[src/rvCore_defines.svh]
`ifndef RVCORE_DEFINES_SVH
`define RVCORE_DEFINES_SVH

// data and address width
`define XLEN 32

`define REG_COUNT 32      // architectural registers, x0 included

`define DMEM_BYTES 1024   // data RAM size in bytes

`endif
[src/rvPkg.sv]
`default_nettype none

`include "rvCore_defines.svh"

package rvPkg;

    typedef enum logic [6:0] {
        opLoad   = 7'b0000011,
        opImm    = 7'b0010011,
        opStore  = 7'b0100011,
        opReg    = 7'b0110011,
        opLui    = 7'b0110111,
        opBranch = 7'b1100011,
        opJalr   = 7'b1100111,  // i-type layout
        opJal    = 7'b1101111
    } opcodeKind;

    typedef enum logic [2:0] {
        immI = 3'b000,
        immS = 3'b001,
        immB = 3'b010,
        immU = 3'b011,
        immJ = 3'b100
    } immKind;

    typedef enum logic [1:0] {
        aluAdd    = 2'b00,  // load/store address
        aluBranch = 2'b01,  // compare picked by funct3
        aluFunct  = 2'b10,  // i-type and r-type ops
        aluJump   = 2'b11   // jalr target, flag forced high
    } aluOpKind;

    // bit 1 marks the alu target, bit 0 gets anded with the flag
    typedef enum logic [1:0] {
        pcPlus4     = 2'b00,
        pcTarget    = 2'b01,  // pc + imm
        pcAluTarget = 2'b11   // rs1 + imm
    } pcSrcKind;

    typedef enum logic [1:0] {
        resAlu     = 2'b00,
        resMem     = 2'b01,
        resPcPlus4 = 2'b10,  // link address
        resImm     = 2'b11   // lui
    } resultSrcKind;

    typedef struct packed {
        logic         regWrite;
        logic         ramWrite;
        aluOpKind     aluOp;
        logic         aluSrc;     // imm as operand b
        immKind       immSrc;
        pcSrcKind     pcSrc;
        resultSrcKind resultSrc;
    } ctrlSignals;

    typedef struct packed {
        logic             wbEn;
        logic [4:0]       wbAddr;
        logic [`XLEN-1:0] wbData;
        logic [`XLEN-1:0] pc;       // pc of the retiring instruction
    } traceInfo;

endpackage

`default_nettype wire

[src/immGen.sv]
`timescale 1ns/1ns
`default_nettype none

`include "rvCore_defines.svh"

module immGen import rvPkg::*; (
    input  wire logic [`XLEN-1:0] instr,
    input  wire immKind           immSrc,
    output logic [`XLEN-1:0]      imm
);

    logic sign;

    assign sign = instr[31];  // every format keeps its sign here

    always_comb begin
        case (immSrc)
            immI: imm = {{(`XLEN-12){sign}}, instr[31:20]};
            immS: imm = {{(`XLEN-12){sign}}, instr[31:25], instr[11:7]};  // split field
            immB: imm = {{(`XLEN-12){sign}}, instr[7], instr[30:25], instr[11:8], 1'b0};
            immU: imm = {instr[31:12], 12'b0};  // upper 20 bits
            immJ: imm = {{(`XLEN-20){sign}}, instr[19:12], instr[20], instr[30:21], 1'b0};
            default: imm = '0;
        endcase
    end

endmodule

`default_nettype wire

[config.mk]
export PLATFORM = sky130hd
export DESIGN_NAME = immGen
export DESIGN_NICKNAME = d
export VERILOG_FILES = /design/src/rvPkg.sv /design/src/immGen.sv
export VERILOG_INCLUDE_DIRS = /design/src /design/src/src
export SDC_FILE = /design/constraint.sdc
export NUM_CORES = 1
export LEC_CHECK = 0
export ABC_AREA = 1
export BUFFER_PORTS_ARGS = -buffer_cell sky130_fd_sc_hd__buf_4
export CAP_MARGIN = 20
export CORE_UTILIZATION = 36
export DETAILED_ROUTE_END_ITERATION = 8
export GPL_TIMING_DRIVEN = 0
export PLACE_DENSITY = 0.85
export SYNTH_ARGS = -nofsm -noshare
export SYNTH_HDL_FRONTEND = slang
export SYNTH_SLANG_ARGS = --single-unit
[constraint.sdc]
create_clock -name vclk -period 0.9
set_input_delay 0.135 -clock vclk [all_inputs]
set_output_delay 0.135 -clock vclk [all_outputs]
set_load 0.02 [all_outputs]
==> metrics.md <==
| Metric | Value |
|---|---|
| Status | finished, violations left |
| Violated checks | setup timing |
| Fin crit share | 132% |
| Hpwl dp | 1.71 mm |
| Endpoint, Worst Hold | imm[3] |
| Gr ovfl total | 0 |
| Relative slew slack | 82.0% |
| Cell Pwr Density | 677 nW/um^2 |
| Sequential element share of the synthesized area | 0% |
| Largest stage delay, worst path | 210 ps |
| Synth Area per Inst | 5.83 um^2 |
| DR pass1 iterations | 5 |
| HP Start | instr[23] |
| Count leader, synth | nand2_1 |
| Initial Util | 39.0% |
| Area leader, netlist | nand3_2 |
| Die width | 42.6 um |
| Met2 Wirelength | 1.93 mm |
| DRT Wirelength | 4.29 mm |
| Vias per cell | 6.81 |
| Max Cap Viol | 0 |
| CP delay by family, top | simple AND/OR/NAND/NOR gates |
| CP max-delay cell | nor2_4 |
| Placed cell count | 178 |
| Detail Route Antenna Nets | 0 |
| Synth top area share | 16.8% |
| CP endpoint kind | output port |
| Syn Nets | 137 |
| Cells after Synth | 102 |
| Final setup viols | 32 |
| Max Transition Viols Final | 0 |
| Seq cells | 0 |
| Die outline height | 42.6 um |
| Worst hold path stage count | 4 |
| Share of layout cells above drive strength 1 | 64.2% |
| Final worst setup slack | -290 ps |
| Drt drc | 0 |
| Post-Syn Area | 594 um^2 |
| CP arrival | 1050 ps |
| Overall Power | 0.000991 W |
| Die Area | 1820 um^2 |
| Met1 Routed Length | 1.38 mm |
| Fmax | 0.840 GHz |
| Vias in the first global route | 1049 |
| Io pins | 67 |
| Worst-Margin Slew | 269 ps |
| Unique cell type count in the Yosys netlist | 16 |
| Nets | 210 |
| Clock buffer count in the final layout | 0 |
| Area Overhead vs Synth | 146% |
| Gpl congestion | 0.791 |
| Antenna fix cells | 0 |
| First-pass GRT wire length | 4.83 mm |
| Crit path buffers/inverters | 3 |
| Register area | 0 um^2 |
| Top post-synthesis cells by area | nand3_2 (17%), nand3_1 (16%), nand2_1 (16%), nand4_1 (15%), nor2_1 (6.3%) |
| Maximum VDD drop | 489 uV |
| Yosys warning count | 0 |
| DR vias | 1288 |
| Min Tclk post-route | 1190 ps |
| Worst Path Class, Setup | input pin to output port |
| CP max FO | 5 |
| Wire length on met3 | 582 um |
| Worst Setup Start Kind | input pin |
| Final Non-Filler Cells | 189 |
| Gr usage total | 33.4% |
| Fillcell total | 36 |
| Crit-path cells | buf_12, nor2_4, buf_4, nand3_1, nand3_1, buf_4 |
| Hold WC Path Type | input pin to output port |
| Row count | 14 |
| RSZ-0062 raised after global routing | true |
| Top sig layer | met4 |
| Largest net degree at the start of global routing | 11 |
| Starting DRT DRC Count | 85 |
| Final Hold Viols | 0 |
| Initial antenna violation count | 0 |
| CP required | 760 ps |
| Leading cell types by count after synthesis | nand2_1 (25), nand3_1 (19), nand4_1 (14), nand3_2 (10), nor2_1 (10) |
| Cts-stage hold buffer count | 0 |
| Static Leak | 0.788 nW |
| Core ar. | 1520 um^2 |
| IO Port Bufs | 60 |
| Routed length per placed instance | 22.7 um |
-- report_power, final --
part | total [W] | leakage (nW) | internal, W | switching [W]
Sequential | 0 | 0 | 0 | 0
Clock | 0 | 0 | 0 | 0
Combinational | 0.000991 | 0.788 | 0.000468 | 0.000523
-- layout make-up --
| cell class | instances | area [um^2] | area share, % |
|---|---|---|---|
| Timing Repair Buffer | 71 | 703 | 48.1 |
| Tap cell | 16 | 20.0 | 1.37 |
| Inverter | 5 | 23.8 | 1.63 |
| Multi-Input combinational cell | 89 | 626 | 42.8 |
| Buffer | 8 | 90.1 | 6.16 |
-- timing repair --
item | in CTS | in global routing
pin swaps | 12 | 5
buffers inserted | 8 | 0
resized for setup | 47 | 23
cloned | 2 | 1
setup endpoints to repair | 32 | 32
-- metal layers --
layer,track usage (%),up-vias
met5,0,-
met4,6.88,0
met3,4.31,57
met2,60.3,166
met1,41.3,566
li1,-,499
-- cells in the final DEF, fill, tap and decap left out --
| cell type | Yosys | routed |
|---|---|---|
| inv_4 | 0 | 2 |
| inv_1 | 2 | 1 |
| buf_8 | 0 | 4 |
| buf_16 | 0 | 2 |
| nor2_1 | 10 | 5 |
| nand3_2 | 10 | 7 |
| nor2_2 | 1 | 5 |
| nand3_4 | 1 | 8 |
| nand2_1 | 25 | 25 |
| buf_6 | 3 | 28 |
| nand2_4 | 2 | 3 |
| buf_4 | 0 | 42 |
| a21oi_1 | 1 | 1 |
| buf_12 | 0 | 2 |
| nand2_8 | 0 | 1 |
| inv_2 | 3 | 2 |
| nand4_1 | 14 | 14 |
| nand3_1 | 19 | 15 |
| nor2_4 | 3 | 4 |
| clkbuf_4 | 0 | 1 |
| o21ai_0 | 1 | 1 |
-- logic make-up after synthesis --
| family | share of synthesized area, % |
|---|---|
| simple gates | 85.3 |
| buf+inv | 13.1 |
| compound gates | 1.68 |
-- through the flow --
stage	area (um^2)	hold slack [ps]	TNS [ps]	util, %	setup slack [ps]
after global routing	1460	614	-6280	96.0	-330
after floorplan	594	403	0	-	18.1
final	1460	600	-5470	96.0	-290
after global placement	1060	580	-4430	69.9	-242
after CTS	1350	579	-2540	88.5	-108
after detailed placement	1060	581	-4980	69.9	-255
-- how the worst max path moves through the flow --
stage | startpoint | end | slack [ps] | cells after the start
after floorplan | immSrc[1] | imm[12] | 20 | 4
after global placement | immSrc[1] | imm[12] | -240 | 6
after detailed placement | immSrc[1] | imm[16] | -250 | 6
after CTS | immSrc[0] | imm[14] | -110 | 6
after global routing | immSrc[1] | imm[17] | -330 | 6
final | immSrc[1] | imm[17] | -290 | 6
(Power assumes the default switching activity.)
