**src/rvCore_defines.svh**
```systemverilog
`ifndef RVCORE_DEFINES_SVH
`define RVCORE_DEFINES_SVH

// data and address width
`define XLEN 32

`define REG_COUNT 32      // architectural registers, x0 included

`define DMEM_BYTES 1024   // data RAM size in bytes

`endif
```
**src/regFile.sv**
```systemverilog
`timescale 1ns/1ns
`default_nettype none

`include "rvCore_defines.svh"

module regFile (
    input  wire logic             clk,
    input  wire logic             reset,
    input  wire logic [4:0]       rs1Addr,
    input  wire logic [4:0]       rs2Addr,
    output logic [`XLEN-1:0]      rs1Data,
    output logic [`XLEN-1:0]      rs2Data,
    input  wire logic             wbEn,
    input  wire logic [4:0]       wbAddr,
    input  wire logic [`XLEN-1:0] wbData
);

    logic [`XLEN-1:0] regs [`REG_COUNT];

    assign rs1Data = regs[rs1Addr];  // async read
    assign rs2Data = regs[rs2Addr];

    always_ff @(posedge clk) begin
        if (reset) begin
            for (int i = 0; i < `REG_COUNT; i++) begin
                regs[i] <= '0;
            end
        end else if (wbEn && wbAddr != '0) begin  // x0 writes dropped
            regs[wbAddr] <= wbData;
        end
    end

    // x0 stays zero across any sequence of writes
    assert property (@(posedge clk) disable iff (reset)
        (rs1Addr != '0 || rs1Data == '0) && (rs2Addr != '0 || rs2Data == '0))
        else $error("regFile: x0 read back nonzero");

endmodule

`default_nettype wire

```
**config.mk**
```make
export PLATFORM = sky130hd
export DESIGN_NAME = regFile
export DESIGN_NICKNAME = d
export VERILOG_FILES = /design/src/regFile.sv
export VERILOG_INCLUDE_DIRS = /design/src /design/src/src
export SDC_FILE = /design/constraint.sdc
export NUM_CORES = 2
export LEC_CHECK = 0
export ABC_AREA = 1
export BUFFER_PORTS_ARGS = -buffer_cell sky130_fd_sc_hd__buf_2
export CORE_AREA = 4 4 342 344
export DETAILED_ROUTE_END_ITERATION = 7
export DIE_AREA = 0 0 346 348
export GPL_ROUTABILITY_DRIVEN = 0
export PLACE_DENSITY_LB_ADDON = 0.1
export SLEW_MARGIN = 20
export SYNTH_ARGS = -nofsm -noshare
export SYNTH_HDL_FRONTEND = slang
export SYNTH_SLANG_ARGS = --single-unit
```
**constraint.sdc**
```tcl
create_clock -name clk -period 2.3 [get_ports clk]
set_clock_uncertainty 0.2 [all_clocks]
set_input_delay 0.23 -clock clk [delete_from_list [all_inputs] [get_ports clk]]
set_output_delay 0.23 -clock clk [all_outputs]
set_load 0.05 [all_outputs]
```
==> results.env <==
STATUS='finished with violations'
VIOLATIONS='negative setup slack'
SEQ_AREA_FRAC_SYNTH=0.543
ROUTED-VIA-COUNT=54300
WORST_HOLD_PATH_TYPE='in2reg'
OVERALL_GLOBAL_ROUTING_USAGE=0.358
MAXIMUM_NUMBER_OF_PINS_ON_ONE_NET_BEFORE_GLOBAL_ROUTE_REPAIR=73
WORST_PIN_SLEW_NS=0.854
FINAL.PERIOD_UTILIZATION=1.07
MULTI_INPUT_COMB_AREA_MM2=0.0254
CRITICAL-PATH-TOP-CELL-BY-COUNT='sky130_fd_sc_hd__nand2_2'
CTS-BUFFERS-INSERTED=114
VIA_COUNT_OF_THE_FIRST_GLOBAL_ROUTING_PASS=51400
WORST_PATH_DOMINANT_CELL_FAMILY='simple AND/OR/NAND/NOR gates'
ORDERED_CELL_LIST_FOR_THE_CRITICAL_PATH='nand2_1 > nand3_2 > nand3_2 > nand2_2 > nand2_2 > nand2_2 > nand2_2 > nand2_2 > buf_12 > buf_12'
POWER_REPORT.INTERNAL_TOTAL_mW=34.7
DETAILEDROUTE.FIRSTPASSITERATIONCOUNT=6
DRC_ERRORS=0
FIN_TOTAL_PWR_mW=48.7
SYNTHESIS.YOSYS.WARNINGS=0
DIODE_INSERTION_COUNT_FOR_ANTENNA_REPAIR=0
CP_DATA_ARRIVAL_TIME_NS=2.04
TIMING.FINAL.MAX_SLEW_VIOLATIONS=0
SHARE_OF_FINAL_LAYOUT_STANDARD_CELLS_STRONGER_THAN_DRIVE_STRENGTH_1=0.191
GLOBAL_ROUTE.OVERFLOW_TOTAL=0
SYNTH.AVG_CELL_AREA_UM2=7.88
SLOWEST_STAGE_DELAY_CP_NS=0.39
CRITICAL_PATH_PEAK_FANOUT=2
CRITICAL_PATH.SLOWEST_CELL='sky130_fd_sc_hd__edfxtp_1'
PATH_BUF_INV=2
END_KIND='output port'
FIN_CRIT_NS=2.47
CTS_TREE='built'
PORT-BUFFER-COUNT=113
HOLD_PATH_END='regs[22][29]'
WHS_PATH_DEPTH=6
GRT_PASS1_WL_MM=325
AREA_DELTA_SYNTH_FINAL_PCT=22.2
SETUP_FAILING_EPS_FINAL=62
RSZ0062_AT_GRT='true'
FILLERINSTANCES=9870
DETAILED_PLACE_HPWL_MM=135
POWERDENSITY_mW_PER_MM2=704
LARGESTREGISTERS='regs x1024'
CLK_PIN_SLEW_NS=0.06
NUMBER_OF_FLIP_FLOPS_IN_THE_LARGEST_REGISTER=1024
DPL_WORST_SLACK_NS=-0.166
CELL_AREA_SYNTH_MM2=0.0566
FINAL_DESIGN_AREA_NO_FILL_MM2=0.0692
FLOORPLAN.INITIALDENSITY=0.497
POWER.LEAKAGE_nW=29.3
CTSLONGESTPATHBUFFERS=3
DIEAREA_MM2=0.120
P_CLK_FRAC=0.365
CRIT_PATH_START_KIND='register'
TOTAL_WIRELENGTH_MM=223
FINALWORSTSETUPSLACK_NS=-0.171
NETSWITCHINGFRACTION=0.288
HOLDCRITSTARTPOINT='wbAddr[3]'
MAX-CAP-VIOLATIONS=0
P_SEQ_FRAC=0.454
ROW_COUNT=124
SLEW_HEADROOM=0.431
IO_PINS=114
DRTANTENNAVIOLNETS=0
CRITPATHKIND='reg2out'
DIE-WIDTH_UM=346
YOSYSUNIQUECELLTYPES=16
NUMBER_OF_ANTENNA_VIOLATIONS_AT_THE_FIRST_CHECK_IN_GLOBAL_ROUTING=1
VIA_PER_INST=6.09
HOLD_VIOL=0
WHS_NS=0.181
MAX_FREQ_MHz=405
CRITICAL_PATH_REQUIRED_NS=1.87
CLOCK_SINK_COUNT=1024
FIRST_ITER_VIOLATIONS=7801
POWER.NET_SWITCHING_mW=14.0
SYNTH_SEQ_CELLS=1024
CTSHTREEMAXLEVEL=3
SYN-INSTANCE-COUNT=7191
DPL_CELL_AREA_MM2=0.0624
ROUTEDWLPERCELL_UM=25.0
SEQ_AREA_MM2=0.0307
MAX_FLOP_REGISTER='regs'
CTS_ROOT_BUF='sky130_fd_sc_hd__clkbuf_16'
DIEHEIGHT_UM=348
CORE_REGION_AREA_MM2=0.114
FIN_NETS=7366
COMBINATIONALPOWERSHARE=0.181
VDD_DROP_MAX_mV=0.691
==> worst max-delay path by stage <==
| stage | endpoint | depth (start not counted) | slack (ns) | from |
|---|---|---|---|---|
| 6_report | rs2Data[2] | 10 | -0.17 | regs[4][2] |
| 5_1_grt | rs2Data[2] | 10 | -0.25 | regs[4][2] |
| 4_1_cts | rs2Data[1] | 9 | -0.16 | regs[7][1] |
| 3_5_place_dp | rs1Data[28] | 12 | -0.17 | rs1Addr[0] |
| 3_3_place_gp | rs1Data[28] | 12 | -0.16 | rs1Addr[0] |
| 2_1_floorplan | regs[31][0] | 5 | 0.03 | wbAddr[4] |
==> what timing repair did <==
action | 4_1_cts | 5_1_grt
endpoints found under the hold margin | 969 | 0
setup endpoints to repair | 64 | 64
setup buffers | 1 | 0
hold buffers | 33 | 0
pin swaps | 285 | 395
resized for setup | 517 | 363
==> cells in the mapped netlist <==
master,number,area [µm²]
sky130_fd_sc_hd__nor3_1,7,35.0
sky130_fd_sc_hd__buf_1,30,113
sky130_fd_sc_hd__nand3_1,1537,7690
sky130_fd_sc_hd__inv_1,49,184
sky130_fd_sc_hd__buf_2,340,1700
sky130_fd_sc_hd__clkbuf_1,192,721
sky130_fd_sc_hd__nand2_1,2942,11000
sky130_fd_sc_hd__nor2_1,993,3730
sky130_fd_sc_hd__inv_2,2,7.51
sky130_fd_sc_hd__clkinv_1,1,3.75
sky130_fd_sc_hd__edfxtp_1,1024,30700
sky130_fd_sc_hd__conb_1,1,3.75
sky130_fd_sc_hd__inv_4,2,12.5
sky130_fd_sc_hd__nand4_1,4,25.0
sky130_fd_sc_hd__buf_6,30,338
sky130_fd_sc_hd__buf_4,37,278
==> metal layers <==
layer  vias up  part of all wire  global-route usage  wire, µm
met5         -          0.000045                   0        10
met4         2             0.058               0.192     13000
met3       765              0.12              0.0729     27300
met2      3880              0.45               0.556     99800
met1     25700              0.37               0.477     82500
li1      23900                 -                   -         -
==> cell type report <==
class	instances	share of cell area
clock buffers	143	0.0443
clock inverters	58	0.00676
inverters	54	0.00380
multi-input cells	5515	0.366
flip-flops and latches	1024	0.444
well taps	1512	0.0273
repair buffers	607	0.107
==> cell families (layout without fill, tap and decap cells) <==
group	after synthesis	in the layout	synth area share
other	1	32	0.0000662
and+or+nand+nor	5483	5483	0.398
DFF	1024	1024	0.543
buffers and inverters	683	862	0.0593
==> cells in the final DEF (no fill, tap or decap), drive strengths merged <==
master       Yosys  layout
nand4            4       4
inv             53      53
buf            437     574
clkinvlp         0       3
clkbuf         192     143
nand3         1537    1537
bufinv           0       8
dlygate4sd3      0      33
conb             1      32
edfxtp        1024    1024
nor3             7       7
nor2           993     993
clkinv           1      48
nand2         2942    2942
==> power groups by stage <==
| stage | sequential [mW] | clock, mW | combinational [mW] |
|---|---|---|---|
| 6_report | 22.1 | 17.8 | 8.83 |
| 5_1_grt | 22.2 | 18.7 | 9.32 |
| 4_1_cts | 22.1 | 17.9 | 8.28 |
| 3_5_place_dp | 22.5 | 0 | 7.66 |
| 3_3_place_gp | 22.5 | 0 | 7.61 |
| 2_1_floorplan | 22.3 | 0 | 4.37 |
==> metrics by stage <==
step / setup TNS, ns / utilization / std cells
2_1_floorplan: 0 / - / 7222
3_3_place_gp: -2.30 / 0.548 / 8685
3_5_place_dp: -2.33 / 0.548 / 8685
4_1_cts: -6.00 / 0.595 / 8913
5_1_grt: -9.84 / 0.608 / 8913
6_report: -4.51 / 0.608 / 8913
Note: power is estimated with default switching activity, not from simulation.
