## config.mk

```make
export PLATFORM = sky130hd
export DESIGN_NAME = alu
export DESIGN_NICKNAME = d
export VERILOG_FILES = /design/src/rvPkg.sv /design/src/alu.sv
export VERILOG_INCLUDE_DIRS = /design/src /design/src/src
export SDC_FILE = /design/constraint.sdc
export NUM_CORES = 1
export LEC_CHECK = 0
export BUFFER_PORTS_ARGS = -buffer_cell sky130_fd_sc_hd__buf_2
export CAP_MARGIN = 10
export CORE_MARGIN = 8
export CORE_UTILIZATION = 35
export DETAILED_ROUTE_END_ITERATION = 8
export SKIP_LAST_GASP = 1
export SYNTH_ARGS = -nofsm -noshare
export SYNTH_HDL_FRONTEND = slang
export SYNTH_SLANG_ARGS = --single-unit
export TNS_END_PERCENT = 10
```

## constraint.sdc

```tcl
create_clock -name vclk -period 4
set_clock_uncertainty 0.1 [all_clocks]
set_input_delay 0.4 -clock vclk [all_inputs]
set_output_delay 0.4 -clock vclk [all_outputs]
set_load 0.005 [all_outputs]
```

## src/rvCore_defines.svh

```systemverilog
`ifndef RVCORE_DEFINES_SVH
`define RVCORE_DEFINES_SVH

// data and address width
`define XLEN 32

`define REG_COUNT 32      // architectural registers, x0 included

`define DMEM_BYTES 1024   // data RAM size in bytes

`endif
```

## src/rvPkg.sv

```systemverilog
`default_nettype none

`include "rvCore_defines.svh"

package rvPkg;

    typedef enum logic [6:0] {
        opLoad   = 7'b0000011,
        opImm    = 7'b0010011,
        opStore  = 7'b0100011,
        opReg    = 7'b0110011,
        opLui    = 7'b0110111,
        opBranch = 7'b1100011,
        opJalr   = 7'b1100111,  // i-type layout
        opJal    = 7'b1101111
    } opcodeKind;

    typedef enum logic [2:0] {
        immI = 3'b000,
        immS = 3'b001,
        immB = 3'b010,
        immU = 3'b011,
        immJ = 3'b100
    } immKind;

    typedef enum logic [1:0] {
        aluAdd    = 2'b00,  // load/store address
        aluBranch = 2'b01,  // compare picked by funct3
        aluFunct  = 2'b10,  // i-type and r-type ops
        aluJump   = 2'b11   // jalr target, flag forced high
    } aluOpKind;

    // bit 1 marks the alu target, bit 0 gets anded with the flag
    typedef enum logic [1:0] {
        pcPlus4     = 2'b00,
        pcTarget    = 2'b01,  // pc + imm
        pcAluTarget = 2'b11   // rs1 + imm
    } pcSrcKind;

    typedef enum logic [1:0] {
        resAlu     = 2'b00,
        resMem     = 2'b01,
        resPcPlus4 = 2'b10,  // link address
        resImm     = 2'b11   // lui
    } resultSrcKind;

    typedef struct packed {
        logic         regWrite;
        logic         ramWrite;
        aluOpKind     aluOp;
        logic         aluSrc;     // imm as operand b
        immKind       immSrc;
        pcSrcKind     pcSrc;
        resultSrcKind resultSrc;
    } ctrlSignals;

    typedef struct packed {
        logic             wbEn;
        logic [4:0]       wbAddr;
        logic [`XLEN-1:0] wbData;
        logic [`XLEN-1:0] pc;       // pc of the retiring instruction
    } traceInfo;

endpackage

`default_nettype wire

```

## src/alu.sv

```systemverilog
`timescale 1ns/1ns
`default_nettype none

`include "rvCore_defines.svh"

module alu import rvPkg::*; (
    input  wire logic [`XLEN-1:0] srcA,
    input  wire logic [`XLEN-1:0] srcB,
    input  wire aluOpKind         aluOp,
    input  wire logic [2:0]       funct3,
    input  wire logic             funct7b5,  // sub / sra select
    input  wire logic             regOp,     // opcode bit 5, r-type only
    output logic [`XLEN-1:0]      result,
    output logic                  flag
);

    localparam int SHAMT_BITS = $clog2(`XLEN);

    logic [`XLEN-1:0]      sum;
    logic [`XLEN-1:0]      diff;
    logic [SHAMT_BITS-1:0] shamt;
    logic                  lessSigned;
    logic                  lessUnsigned;
    logic                  equal;
    logic                  altOp;

    assign sum          = srcA + srcB;
    assign diff         = srcA - srcB;
    assign shamt        = srcB[SHAMT_BITS-1:0];  // low bits only
    assign lessSigned   = $signed(srcA) < $signed(srcB);
    assign lessUnsigned = srcA < srcB;
    assign equal        = srcA == srcB;
    assign altOp        = regOp && funct7b5;  // i-type ignores funct7

    always_comb begin
        result = sum;
        flag   = 1'b0;
        case (aluOp)
            aluAdd: result = sum;  // load/store address
            aluJump: begin
                result = sum;  // jalr target
                flag   = 1'b1;
            end
            aluBranch: begin
                result = diff;
                case (funct3)
                    3'b000:  flag = equal;          // beq
                    3'b001:  flag = !equal;         // bne
                    3'b100:  flag = lessSigned;     // blt
                    3'b101:  flag = !lessSigned;    // bge
                    3'b110:  flag = lessUnsigned;   // bltu
                    3'b111:  flag = !lessUnsigned;  // bgeu
                    default: flag = 1'b0;
                endcase
            end
            aluFunct: begin
                case (funct3)
                    3'b000:  result = altOp ? diff : sum;
                    3'b001:  result = srcA << shamt;
                    3'b010:  result = {{(`XLEN-1){1'b0}}, lessSigned};
                    3'b011:  result = {{(`XLEN-1){1'b0}}, lessUnsigned};
                    3'b100:  result = srcA ^ srcB;
                    3'b101:  result = altOp ? `XLEN'($signed(srcA) >>> shamt) : srcA >> shamt;
                    3'b110:  result = srcA | srcB;
                    default: result = srcA & srcB;
                endcase
            end
            default: result = sum;
        endcase
    end

endmodule

`default_nettype wire

```

==> implementation parameters <==
Parameter                              Value

Critical path
  Critical Path Max Stage Delay ... 0.41 ns
  Worst EP arrival ... 3.42 ns
  CP Launch Point ... srcA[13]
  Endpoint required time on the critical path ... about 3.5 ns
  Dominant cell type by count on the critical path ... buf_2
  Crit-path max FO ... 14
  Setup CP Type ... in -> out
  Delay-heaviest family, CP ... compound AO/OA/AOI/OAI gates
  Slowest stage cell on the critical path ... a211oi_4
  Cell breakdown of the critical path ... buf_2, inv_1, ha_1, buf_4, nor4_2, nand4_1, a211oi_4, nor3_2, a211oi_2, o21ai_4, a22oi_1, a31oi_1, or3_1, buf_2
  Critical Path Start Type ... primary input
  Critical path endpoint category ... output pin
  Combined buffer and inverter count along the critical path ... 4

Power
  Power density over the cells ... approximately 170 mW/mm^2
  Leakage dissipation ... 5.073 nW
  Pwr Total ... 1.963 mW
  IR Drop Worst-Case VDD ... a little under 0.08 mV

Synthesis
  Cell types occupying the most area after synthesis ... ha_1 14%, mux4_2 12%, a21oi_1 9.3%
  Number of library cell types mapped by synthesis ... 85
  Adder-cell area share of the yosys netlist ... 0.1421
  Combinational family with the most area after synthesis ... compound AO/OA/AOI/OAI gates
  Simple-gate portion of the synthesized area ... 0.1909
  Warnings, synthesis ... 0
  Area fraction in compound gates after synthesis ... 0.3785
  Synth Net Count ... about 1600
  Xor/xnor share of the synthesized area ... 0.02749
  Multiplexer share of the synthesized area ... 0.1706
  Fraction of post-synthesis cell area in the top cell type by area ... 0.1381
  Sequential share of the synthesized area ... 0
  Synth area leader ... ha_1
  Number of instances in the synthesized netlist ... between 1000 and 1500
  Summed instance area of the synthesized netlist ... a little under 0.01 mm^2
  Average footprint of a synthesized cell ... between 6 and 7 um^2

Placement
  Count of input and output buffers ... ~100
  Final GP Congestion ... 1.004
  Placement Setup Slack ... -0.5065 ns
  Post-DP Area ... 0.01150 mm^2
  Total instance count after detailed placement ... 1973
  DP Wirelength ... roughly 41000 um

GRT
  Global-route wire length before repair ... 76040 um
  Number of global-route vias before repair ... about 12000
  Pin count of the biggest net entering global routing ... 69
  GRT Total Usage ... 0.2901
  Remaining global-route overflow ... 0
  Antenna violations before repair ... 0

Floorplanning
  Core ar. ... between 0.02 and 0.03 mm^2
  Ports placed on the boundary ... 104
  Initial Util ... 0.3555
  Floorplan die width ... 184.0 um
  Die ar. ... roughly 0.034 mm^2
  Die H ... ~180 um
  Total number of placement rows ... 61

Routing
  Vias ... 12740
  Number of violations reported at the end of detailed-routing iteration 0 ... approximately 1400
  Via-to-Cell Ratio ... 6.443
  DR pass1 iterations ... 5
  DR WL/cell ... 26.12 um
  Count of antenna-violating nets left after detailed routing ... 0
  Post-route DRC ... 0
  Sum of routed wire length over all layers ... between 50000 and 60000 um

Timing
  RSZ-0062 raised after global routing ... yes
  Max frequency ... between 0.2 and 0.3 GHz
  Post-route minimum period ... around 3.9 ns
  Worst Tran Pin Value ... between 1 and 1.5 ns
  Worst relative slew slack ... 0.1906
  Post-route setup TNS ... 0 ns
  Final Cycle Share ... 0.9795
  Final hold violation count ... 0
  Worst setup margin ... around 0.082 ns
  Total count of max-transition violations in the final report ... 0
  Hold slack final ... approximately 1.3 ns
  Final-report setup violation count ... 0

Final layout
  Commonest non-fill, non-tap cells in the layout ... 182 x a21oi_1, 172 x nor2_1, 146 x buf_4
  Layout Cell Area excl Fill ... between 0.01 and 0.015 mm^2
  Share of final-layout standard cells stronger than drive strength 1 ... 0.2314
  Most common library cell in the layout ignoring fill and taps ... a21oi_1
  Total number of nets in the final design ... around 1800
  Layout Cells excl Fill ... between 1500 and 2000
  Sequential cell count ... 0
  Clock Buffer Count ... 0
  Number of fill cells ... between 3000 and 4000
  Synthesis-to-finish area growth ... 18.84%
  Final core area utilization ... 0.4225
  Antenna Cells ... 0
  FF/Latch Area ... 0 um^2

Clocking
  Cts-stage hold buffer count ... 0

Run
  Number of max-cap violations ... 0

Hold path
  Beginning of the worst hold path ... aluOp[0]
  Worst hold-check path type ... in -> out

Outcome
  Outcome ... finished, final reports clean
==> cell type report <==
class              instances  area (um^2)  share of cell area
multi-input cells       1240         9185              0.7825
inverters                106        397.9             0.03390
well taps                378        473.0             0.04029
repair buffers           253         1682              0.1433
==> cells in the mapped netlist, drive strengths merged, types with 7 or more instances <==
library cell,number
a21o,18
a21oi,186
o21a,8
a211oi,25
nor4,12
inv,104
ha,109
nand2b,14
nand2,103
a221oi,13
xor2,8
a22oi,12
and2,8
xnor2,23
nor3,49
o221ai,15
o21ai,141
a22o,7
o311ai,8
a221o,11
nor2b,11
nand3,9
o21bai,16
o31ai,15
mux2i,48
or3,12
o211ai,17
clkbuf,73
mux4,51
a31oi,13
nor2,174
nand4,8
o22ai,17
and3,7
buf,43
==> power by group <==
part	total [mW]	internal, mW	switching [mW]	leakage [nW]
Clock	0	0	0	0
Sequential	0	0	0	0
Combinational	1.96	0.764	1.20	5.07
Total	1.96	0.764	1.20	5.07
==> logic make-up after synthesis <==
family / count (synthesis)
xor gates and xnor gates: 31
and+or+nand+nor: 419
AOI/OAI and AO/OA: 575
buffers and inverters: 222
adders and majority gates: 111
muxes: 104
==> what timing repair did <==
action                     in CTS  in global routing
hold endpoints to repair        0                  0
setup buffers                   0                  4
pin swaps                       0                  6
setup endpoints to repair       3                 20
resized for setup               7                 41
==> metal layers <==
layer,GRT usage,wire length [um]
met2,0.4560,22570
met1,0.3721,20770
met3,0.05692,5126
met4,0.1484,3173
met5,0,0
==> final timing paths <==
path  endpoint  slack, ns  cells after the start
max       flag       0.08                     14
min       flag       1.25                      4
Note: power is estimated with default switching activity, not from simulation.
