--- src/rvCore_defines.svh ---
`ifndef RVCORE_DEFINES_SVH
`define RVCORE_DEFINES_SVH

// data and address width
`define XLEN 32

`define REG_COUNT 32      // architectural registers, x0 included

`define DMEM_BYTES 1024   // data RAM size in bytes

`endif
--- src/rvPkg.sv ---
`default_nettype none

`include "rvCore_defines.svh"

package rvPkg;

    typedef enum logic [6:0] {
        opLoad   = 7'b0000011,
        opImm    = 7'b0010011,
        opStore  = 7'b0100011,
        opReg    = 7'b0110011,
        opLui    = 7'b0110111,
        opBranch = 7'b1100011,
        opJalr   = 7'b1100111,  // i-type layout
        opJal    = 7'b1101111
    } opcodeKind;

    typedef enum logic [2:0] {
        immI = 3'b000,
        immS = 3'b001,
        immB = 3'b010,
        immU = 3'b011,
        immJ = 3'b100
    } immKind;

    typedef enum logic [1:0] {
        aluAdd    = 2'b00,  // load/store address
        aluBranch = 2'b01,  // compare picked by funct3
        aluFunct  = 2'b10,  // i-type and r-type ops
        aluJump   = 2'b11   // jalr target, flag forced high
    } aluOpKind;

    // bit 1 marks the alu target, bit 0 gets anded with the flag
    typedef enum logic [1:0] {
        pcPlus4     = 2'b00,
        pcTarget    = 2'b01,  // pc + imm
        pcAluTarget = 2'b11   // rs1 + imm
    } pcSrcKind;

    typedef enum logic [1:0] {
        resAlu     = 2'b00,
        resMem     = 2'b01,
        resPcPlus4 = 2'b10,  // link address
        resImm     = 2'b11   // lui
    } resultSrcKind;

    typedef struct packed {
        logic         regWrite;
        logic         ramWrite;
        aluOpKind     aluOp;
        logic         aluSrc;     // imm as operand b
        immKind       immSrc;
        pcSrcKind     pcSrc;
        resultSrcKind resultSrc;
    } ctrlSignals;

    typedef struct packed {
        logic             wbEn;
        logic [4:0]       wbAddr;
        logic [`XLEN-1:0] wbData;
        logic [`XLEN-1:0] pc;       // pc of the retiring instruction
    } traceInfo;

endpackage

`default_nettype wire

--- src/pcUnit.sv ---
`timescale 1ns/1ns
`default_nettype none

`include "rvCore_defines.svh"

module pcUnit import rvPkg::*; (
    input  wire logic             clk,
    input  wire logic             reset,
    input  wire pcSrcKind         pcSrc,
    input  wire logic [`XLEN-1:0] imm,
    input  wire logic [`XLEN-1:0] aluResult,  // jalr target
    output logic [`XLEN-1:0]      pc,
    output logic [`XLEN-1:0]      pcPlus4
);

    logic [`XLEN-1:0] pcImm;
    logic [`XLEN-1:0] nextPc;

    assign pcPlus4 = pc + `XLEN'(4);
    assign pcImm   = pc + imm;  // branch and jal

    always_comb begin
        case (pcSrc)
            pcTarget:    nextPc = pcImm;
            pcAluTarget: nextPc = {aluResult[`XLEN-1:1], 1'b0};  // bit 0 cleared
            default:     nextPc = pcPlus4;
        endcase
    end

    always_ff @(posedge clk) begin
        if (reset) begin
            pc <= '0;
        end else begin
            pc <= nextPc;
        end
    end

endmodule

`default_nettype wire

--- config.mk ---
export PLATFORM = sky130hd
export DESIGN_NAME = pcUnit
export DESIGN_NICKNAME = d
export VERILOG_FILES = /design/src/rvPkg.sv /design/src/pcUnit.sv
export VERILOG_INCLUDE_DIRS = /design/src /design/src/src
export SDC_FILE = /design/constraint.sdc
export NUM_CORES = 1
export LEC_CHECK = 0
export ABC_AREA = 1
export BUFFER_PORTS_ARGS = -buffer_cell sky130_fd_sc_hd__buf_2
export CAP_MARGIN = 30
export CORE_MARGIN = 1
export CORE_UTILIZATION = 54
export CTS_CLUSTER_SIZE = 8
export DETAILED_ROUTE_END_ITERATION = 6
export GPL_ROUTABILITY_DRIVEN = 0
export PLACE_DENSITY_LB_ADDON = 0.2
export SLEW_MARGIN = 20
export SYNTH_ARGS = -nofsm -noshare
export SYNTH_HDL_FRONTEND = slang
export SYNTH_SLANG_ARGS = --single-unit
export TNS_END_PERCENT = 5
--- constraint.sdc ---
create_clock -name clk -period 2.2 [get_ports clk]
set_input_delay 0.33 -clock clk [delete_from_list [all_inputs] [get_ports clk]]
set_output_delay 0.33 -clock clk [all_outputs]
set_load 0.1 [all_outputs]
==> reports/metrics.yaml, run 1 <==
final_layout:
  area_growth_pct: 36.9
  final_cell_mix: "nand2_1, inv_1, buf_2, nor2_1, nand3_1"
  largest_reg_flops: 32
  top_regs: "pc: 32 flops"
  drive_above_1_share_pct: 26.0
  top_register: "pc"
  nets: 1065
  fin_area_um2: 6210
  final_common_cell: "nand2_1"
  diodes: 0
  fin_cells: 1070
routing:
  dr_total_vias: 5771
  via_per_inst: 5.39
  postRouteAntennaNets: 0
  dr.first_iter.drc_count: 395
  wl_per_cell_um: 14.6
  drt_pass1_iterations: 6
  drt-total-wl_um: 15600
  drc_errors: 0
clock_network:
  cts_root_buffer: "clkbuf_8"
  cts_sinks: 32
  htree_levels: 2
  clockBufferDepth: 2
  path_clk_slew_ps: 70
  insertion_delay_ps: 290
  numCtsBuffers: 5
  cts_tree: "done"
  cts-hold-fix-buffers: 0
floorplanning:
  io-pin-count: 132
  dieArea_um2: 8770
  core-area_um2: 8180
  start_util_pct: 55.5
  die_height_um: 93.7
  row_count: 33
  fp.dieW_um: 93.7
synthesis:
  synth_top_cell_area_share_pct: 27.7
  synth_top_family_by_area: "simple AND/OR/NAND/NOR gates"
  synthSimpleGateAreaFrac_pct: 47.3
  synth.area.mux_share_pct: 0
  syn_avg_cell_area_um2: 5.47
  synth.area.top_cells: "nand2_1, dfxtp_1, inv_1, ha_1, nand3_1"
  yosys_register_bits: 32
  ys_seq_area_share_pct: 14.1
  synth.distinct_cells: 41
  synth_fa_ha_area_share_pct: 9.27
  ys_async_sr_fraction_pct: 0
  synth_nets: 931
  ys.flop_type: "dfxtp_1"
  synth_edf_count: 0
  synth_top_cell_by_area: "nand2_1"
  synth_area_um2: 4540
  synth_compound_area_share_pct: 12.4
  synthCells: 830
  yosys_warnings: 0
  synthXorXnorAreaFrac_pct: 4.33
critical_path:
  crit_type: "reg2out"
  startpoint_type: "flop"
  cp-end-kind: "output port"
  arrival_ps: 1880
  regToRegSetupSlack_ps: 140
  critPathRequiredTime_ps: 1870
  cp_max_fo: 5
placed_design:
  pre_cts_ws_ps: 64.7
  place_area_um2: 5980
  dp_hpwl_um: 12800
  place_inst: 1059
  portBuffers: 130
global_routing:
  grt_pass1_vias: 5174
  grt_usage_pct: 36.1
  grt_overflow: 0
  grt_max_degree: 33
  grt_pass1_wl_um: 24400
  antenna_found_initial: 0
timing:
  finalSetupViolations: 2
  setup_ws_ps: -8.58
  fin_skew_ps: 8.81
  fmax_mhz: 453
  worst_pin_slew_ps: 599
  rsz0062_at_grt: "yes"
  hold_viol_final: 0
  slew_viol_final: 0
  maxSlewHeadroom_pct: 60.1
  period_share_pct: 100
  timing.final.crit_period_ps: 2210
hold_path:
  hold_path_class: "in2reg"
power_and_ir_drop:
  ir_drop_uv: 268
  leakage_nw: 3.36
  power.density_nw_per_um2: 515
  power_mw: 3.20
status:
  status: "finished, violations left"
  violations: "negative setup slack"
run:
  maxCapViolations: 0
==> cell families after synthesis <==
logic type / after synthesis
AOI/OAI and AO/OA: 94
xor gates and xnor gates: 19
adders and majority gates: 33
buffers and inverters: 149
DFF: 32
and+or+nand+nor: 503
==> timing repair <==
| item | 4_1_cts | 5_1_grt |
|---|---|---|
| endpoints found under the setup margin | 10 | 23 |
| setup buffers | 1 | 2 |
| pin swaps | 4 | 6 |
| gates resized for setup | 6 | 23 |
==> worst paths after layout <==
kind,depth (start not counted),from,endpoint
max reg2reg,9,pc[9]$_SDFF_PP0_,pc[10]$_SDFF_PP0_
max,9,pc[3]$_SDFF_PP0_,pcPlus4[24]
min,3,aluResult[5],pc[5]$_SDFF_PP0_
min reg2reg,2,pc[0]$_SDFFE_PP0N_,pc[0]$_SDFFE_PP0N_
==> critical path, cell delays in order (launching register included) <==
cell and delay [ps]:
dfxtp_4 400, ha_4 170, nand3_4 120, inv_2 90, nand2_4 90, nor2_8 160, nand2_4 100, o21ai_1 170
nand2_2 110, buf_12 180
==> cell type report <==
class / count / area (um^2)
well taps: 105 / 131
flip-flops and latches: 32 / 709
inverters: 136 / 514
multi-input cells: 649 / 3670
fillers: 684 / 1960
clock buffers: 8 / 100
repair buffers: 140 / 1090
==> cell usage after synthesis (2+ instances only) <==
cell type  instances
a22oi_1            4
a21oi_1           47
a31oi_1           11
inv_2              3
a21boi_2           2
nor3_1             9
inv_1            132
ha_1              32
o21ai_0            9
nand3_1           50
nand3b_1           7
clkbuf_1          10
nand2_4            3
nor2_1            63
a21oi_2            3
nand2_1          335
o21bai_1           2
or2_2              5
nor2_2             8
and2_1             2
nand3_2            4
a21boi_1           7
a21boi_0           3
o21ai_2            2
nor2_4             2
xnor2_1            6
buf_4              2
xor2_2             3
nor3_2             2
xor2_1             9
nand4_1            7
dfxtp_1           32
a21o_1             2
nand2_2            5
==> report_power, final <==
part / leakage, nW / switching, mW / internal (mW)
Sequential: 0.278 / 0.125 / 0.636
Combinational: 3.03 / 1.39 / 0.547
Clock: 0.0515 / 0.214 / 0.285
Total: 3.36 / 1.73 / 1.47
==> per-layer routing <==
metal	vias to the layer above	track usage, %	part of all wire [%]
met5	-	0	0
met4	0	9.23	1.9
met3	43	6.15	11
met2	300	59.9	45
met1	2558	48.6	42
li1	2870	-	-
==> per-stage QoR <==
step	setup TNS [ps]	hold WS [ps]	utilization (%)
after floorplan	-8910	390	-
after global placement	0	485	73.1
after detailed placement	0	510	73.1
after CTS	0	309	74.9
after global routing	-381	312	76.0
final	-9.17	307	76.0
Note: power is estimated with default switching activity, not from simulation.
==> run 2, diff against run 1 <==
--- a/config.mk
+++ b/config.mk
@@ -14,6 +14,7 @@
 export CTS_CLUSTER_SIZE = 8
 export DETAILED_ROUTE_END_ITERATION = 6
 export GPL_ROUTABILITY_DRIVEN = 0
+export MAX_ROUTING_LAYER = met4
 export PLACE_DENSITY_LB_ADDON = 0.2
 export SLEW_MARGIN = 20
 export SYNTH_ARGS = -nofsm -noshare
==> run 2 against run 1 <==
  * Maximum frequency fell by 0.63%
  * Cell area is the same
  * Largest cell class unchanged
  * Clock skew increased by 1.6 ps
  * Final cell count stayed put
  * Critical endpoint is now pcPlus4[29]
  * Via count rose by 0.10%
  * Hold slack about the same
  * The run still ends with negative setup slack left
==> reports/metrics.yaml, run 2 (synthesis results as in run 1) <==
power_and_ir_drop:
  power_mw: 3.19
  ir_drop_uv: 268
  p_comb_share_pct: 60.7
  leakage_nw: 3.36
  power.density_nw_per_um2: 514
  switching_share_pct: 54.0
  intPower_mw: 1.47
  pwr-share-clk_pct: 15.5
  seq_power_share_pct: 23.8
  power_switching_mw: 1.72
clock_network:
  cts_sinks: 32
  cts_tree: "done"
  cts_root_buffer: "clkbuf_8"
  htree_levels: 2
  path_clk_slew_ps: 60
  cts-hold-fix-buffers: 0
  numCtsBuffers: 5
  clockBufferDepth: 2
  insertion_delay_ps: 290
placed_design:
  dp_hpwl_um: 12800
  portBuffers: 130
  place_inst: 1059
floorplanning:
  core-area_um2: 8180
  dieArea_um2: 8770
  fp.dieW_um: 93.7
  io-pin-count: 132
  row_count: 33
  die_height_um: 93.7
  start_util_pct: 55.5
final_layout:
  diodes: 0
  fillers: 684
  area_growth_pct: 36.9
  nets: 1065
  final_cell_mix: "nand2_1, inv_1, buf_2, nor2_1, nand3_1"
  fin_cells: 1070
  drive_above_1_share_pct: 26.0
  final_common_cell: "nand2_1"
  top_register: "pc"
  largest_reg_flops: 32
  final_core_util_pct: 76.0
  top_regs: "pc: 32 flops"
global_routing:
  grt_max_degree: 33
  grt_pass1_vias: 5170
  grt_pass1_wl_um: 24400
  grt_overflow: 0
  antenna_found_initial: 0
  grt_usage_pct: 37.1
routing:
  dr.first_iter.drc_count: 433
  wl_per_cell_um: 14.6
  dr_total_vias: 5777
  via_per_inst: 5.40
  drc_errors: 0
  drt-total-wl_um: 15600
  drt_pass1_iterations: 6
  postRouteAntennaNets: 0
timing:
  period_share_pct: 101
  finalSetupViolations: 2
  timing.final.crit_period_ps: 2220
  holdWs_ps: 306
  hold_viol_final: 0
  maxSlewHeadroom_pct: 61.4
  fin_skew_ps: 10.4
  slew_viol_final: 0
  rsz0062_at_grt: "yes"
  setup_ws_ps: -22.6
  fmax_mhz: 450
  worst_pin_slew_ps: 579
hold_path:
  hp-start: "aluResult[5]"
  hold_path_class: "in2reg"
  min_path_cells: 3
critical_path:
  regToRegStartpoint: "pc[2]$_SDFF_PP0_"
  critPathRequiredTime_ps: 1870
  cp_max_fo: 5
  arrival_ps: 1890
  cp-end-kind: "output port"
  startpoint: "pc[6]$_SDFF_PP0_"
  r2r_cells: 10
  crit_type: "reg2out"
  startpoint_type: "flop"
run:
  maxCapViolations: 0
status:
  status: "finished, violations left"
  violations: "negative setup slack"
-- run 2: cell counts in the layout (fill, tap and decap cells not counted) --
No cell type changed its count.
-- run 2: final timing paths --
kind / end / slack, ps
max: pcPlus4[29] / -20
min reg2reg: pc[0]$_SDFFE_PP0N_ / 530
max reg2reg: pc[13]$_SDFF_PP0_ / 170
min: pc[5]$_SDFF_PP0_ / 310
-- run 2: worst max-delay path, cell delays in order, from the launching register on --
cell	delay, ps
dfxtp_2	440
nand2_2	150
nor2_2	220
nand2_1	140
nor2_4	200
nand3_1	100
nand2_1	160
buf_12	200
-- run 2: timing repair --
item / 4_1_cts / 5_1_grt
setup endpoints to repair: 10 / 22
pin swaps: 4 / 6
resized for setup: 6 / 23
buffers inserted: 1 / 2
-- run 2: routing by layer --
layer	vias to the layer above	share of wire, %	track usage [%]
met3	45	11	6.15
met5	-	0	-
met1	2568	42	48.4
met2	297	45	60.1
li1	2867	-	-
met4	0	2.2	9.10
-- run 2: area by class of cell --
class	instances	area (um^2)	area share [%]
multi-input cells	649	3670	59.1
repair buffers	140	1090	17.5
flip-flops and latches	32	709	11.4
inverters	136	514	8.28
well taps	105	131	2.11
clock buffers	8	100	1.61
-- run 2: power by group through the flow --
| stage | clock network (mW) | registers (mW) | logic, mW |
|---|---|---|---|
| 5_1_grt | 0.524 | 0.766 | 2.07 |
| 3_5_place_dp | 0 | 0.767 | 1.89 |
| 3_3_place_gp | 0 | 0.767 | 1.87 |
| 4_1_cts | 0.489 | 0.759 | 1.90 |
| 2_1_floorplan | 0 | 1.08 | 1.07 |
| 6_report | 0.494 | 0.761 | 1.94 |
-- run 2: through the flow --
| step | area [um^2] | setup TNS, ps | setup slack, ps |
|---|---|---|---|
| 2_1_floorplan | 4840 | -8910 | -323 |
| 3_3_place_gp | 5980 | 0 | 102 |
| 3_5_place_dp | 5980 | 0 | 64.7 |
| 4_1_cts | 6120 | 0 | 2.71 |
| 5_1_grt | 6210 | -391 | -66.2 |
| 6_report | 6210 | -32.0 | -22.6 |
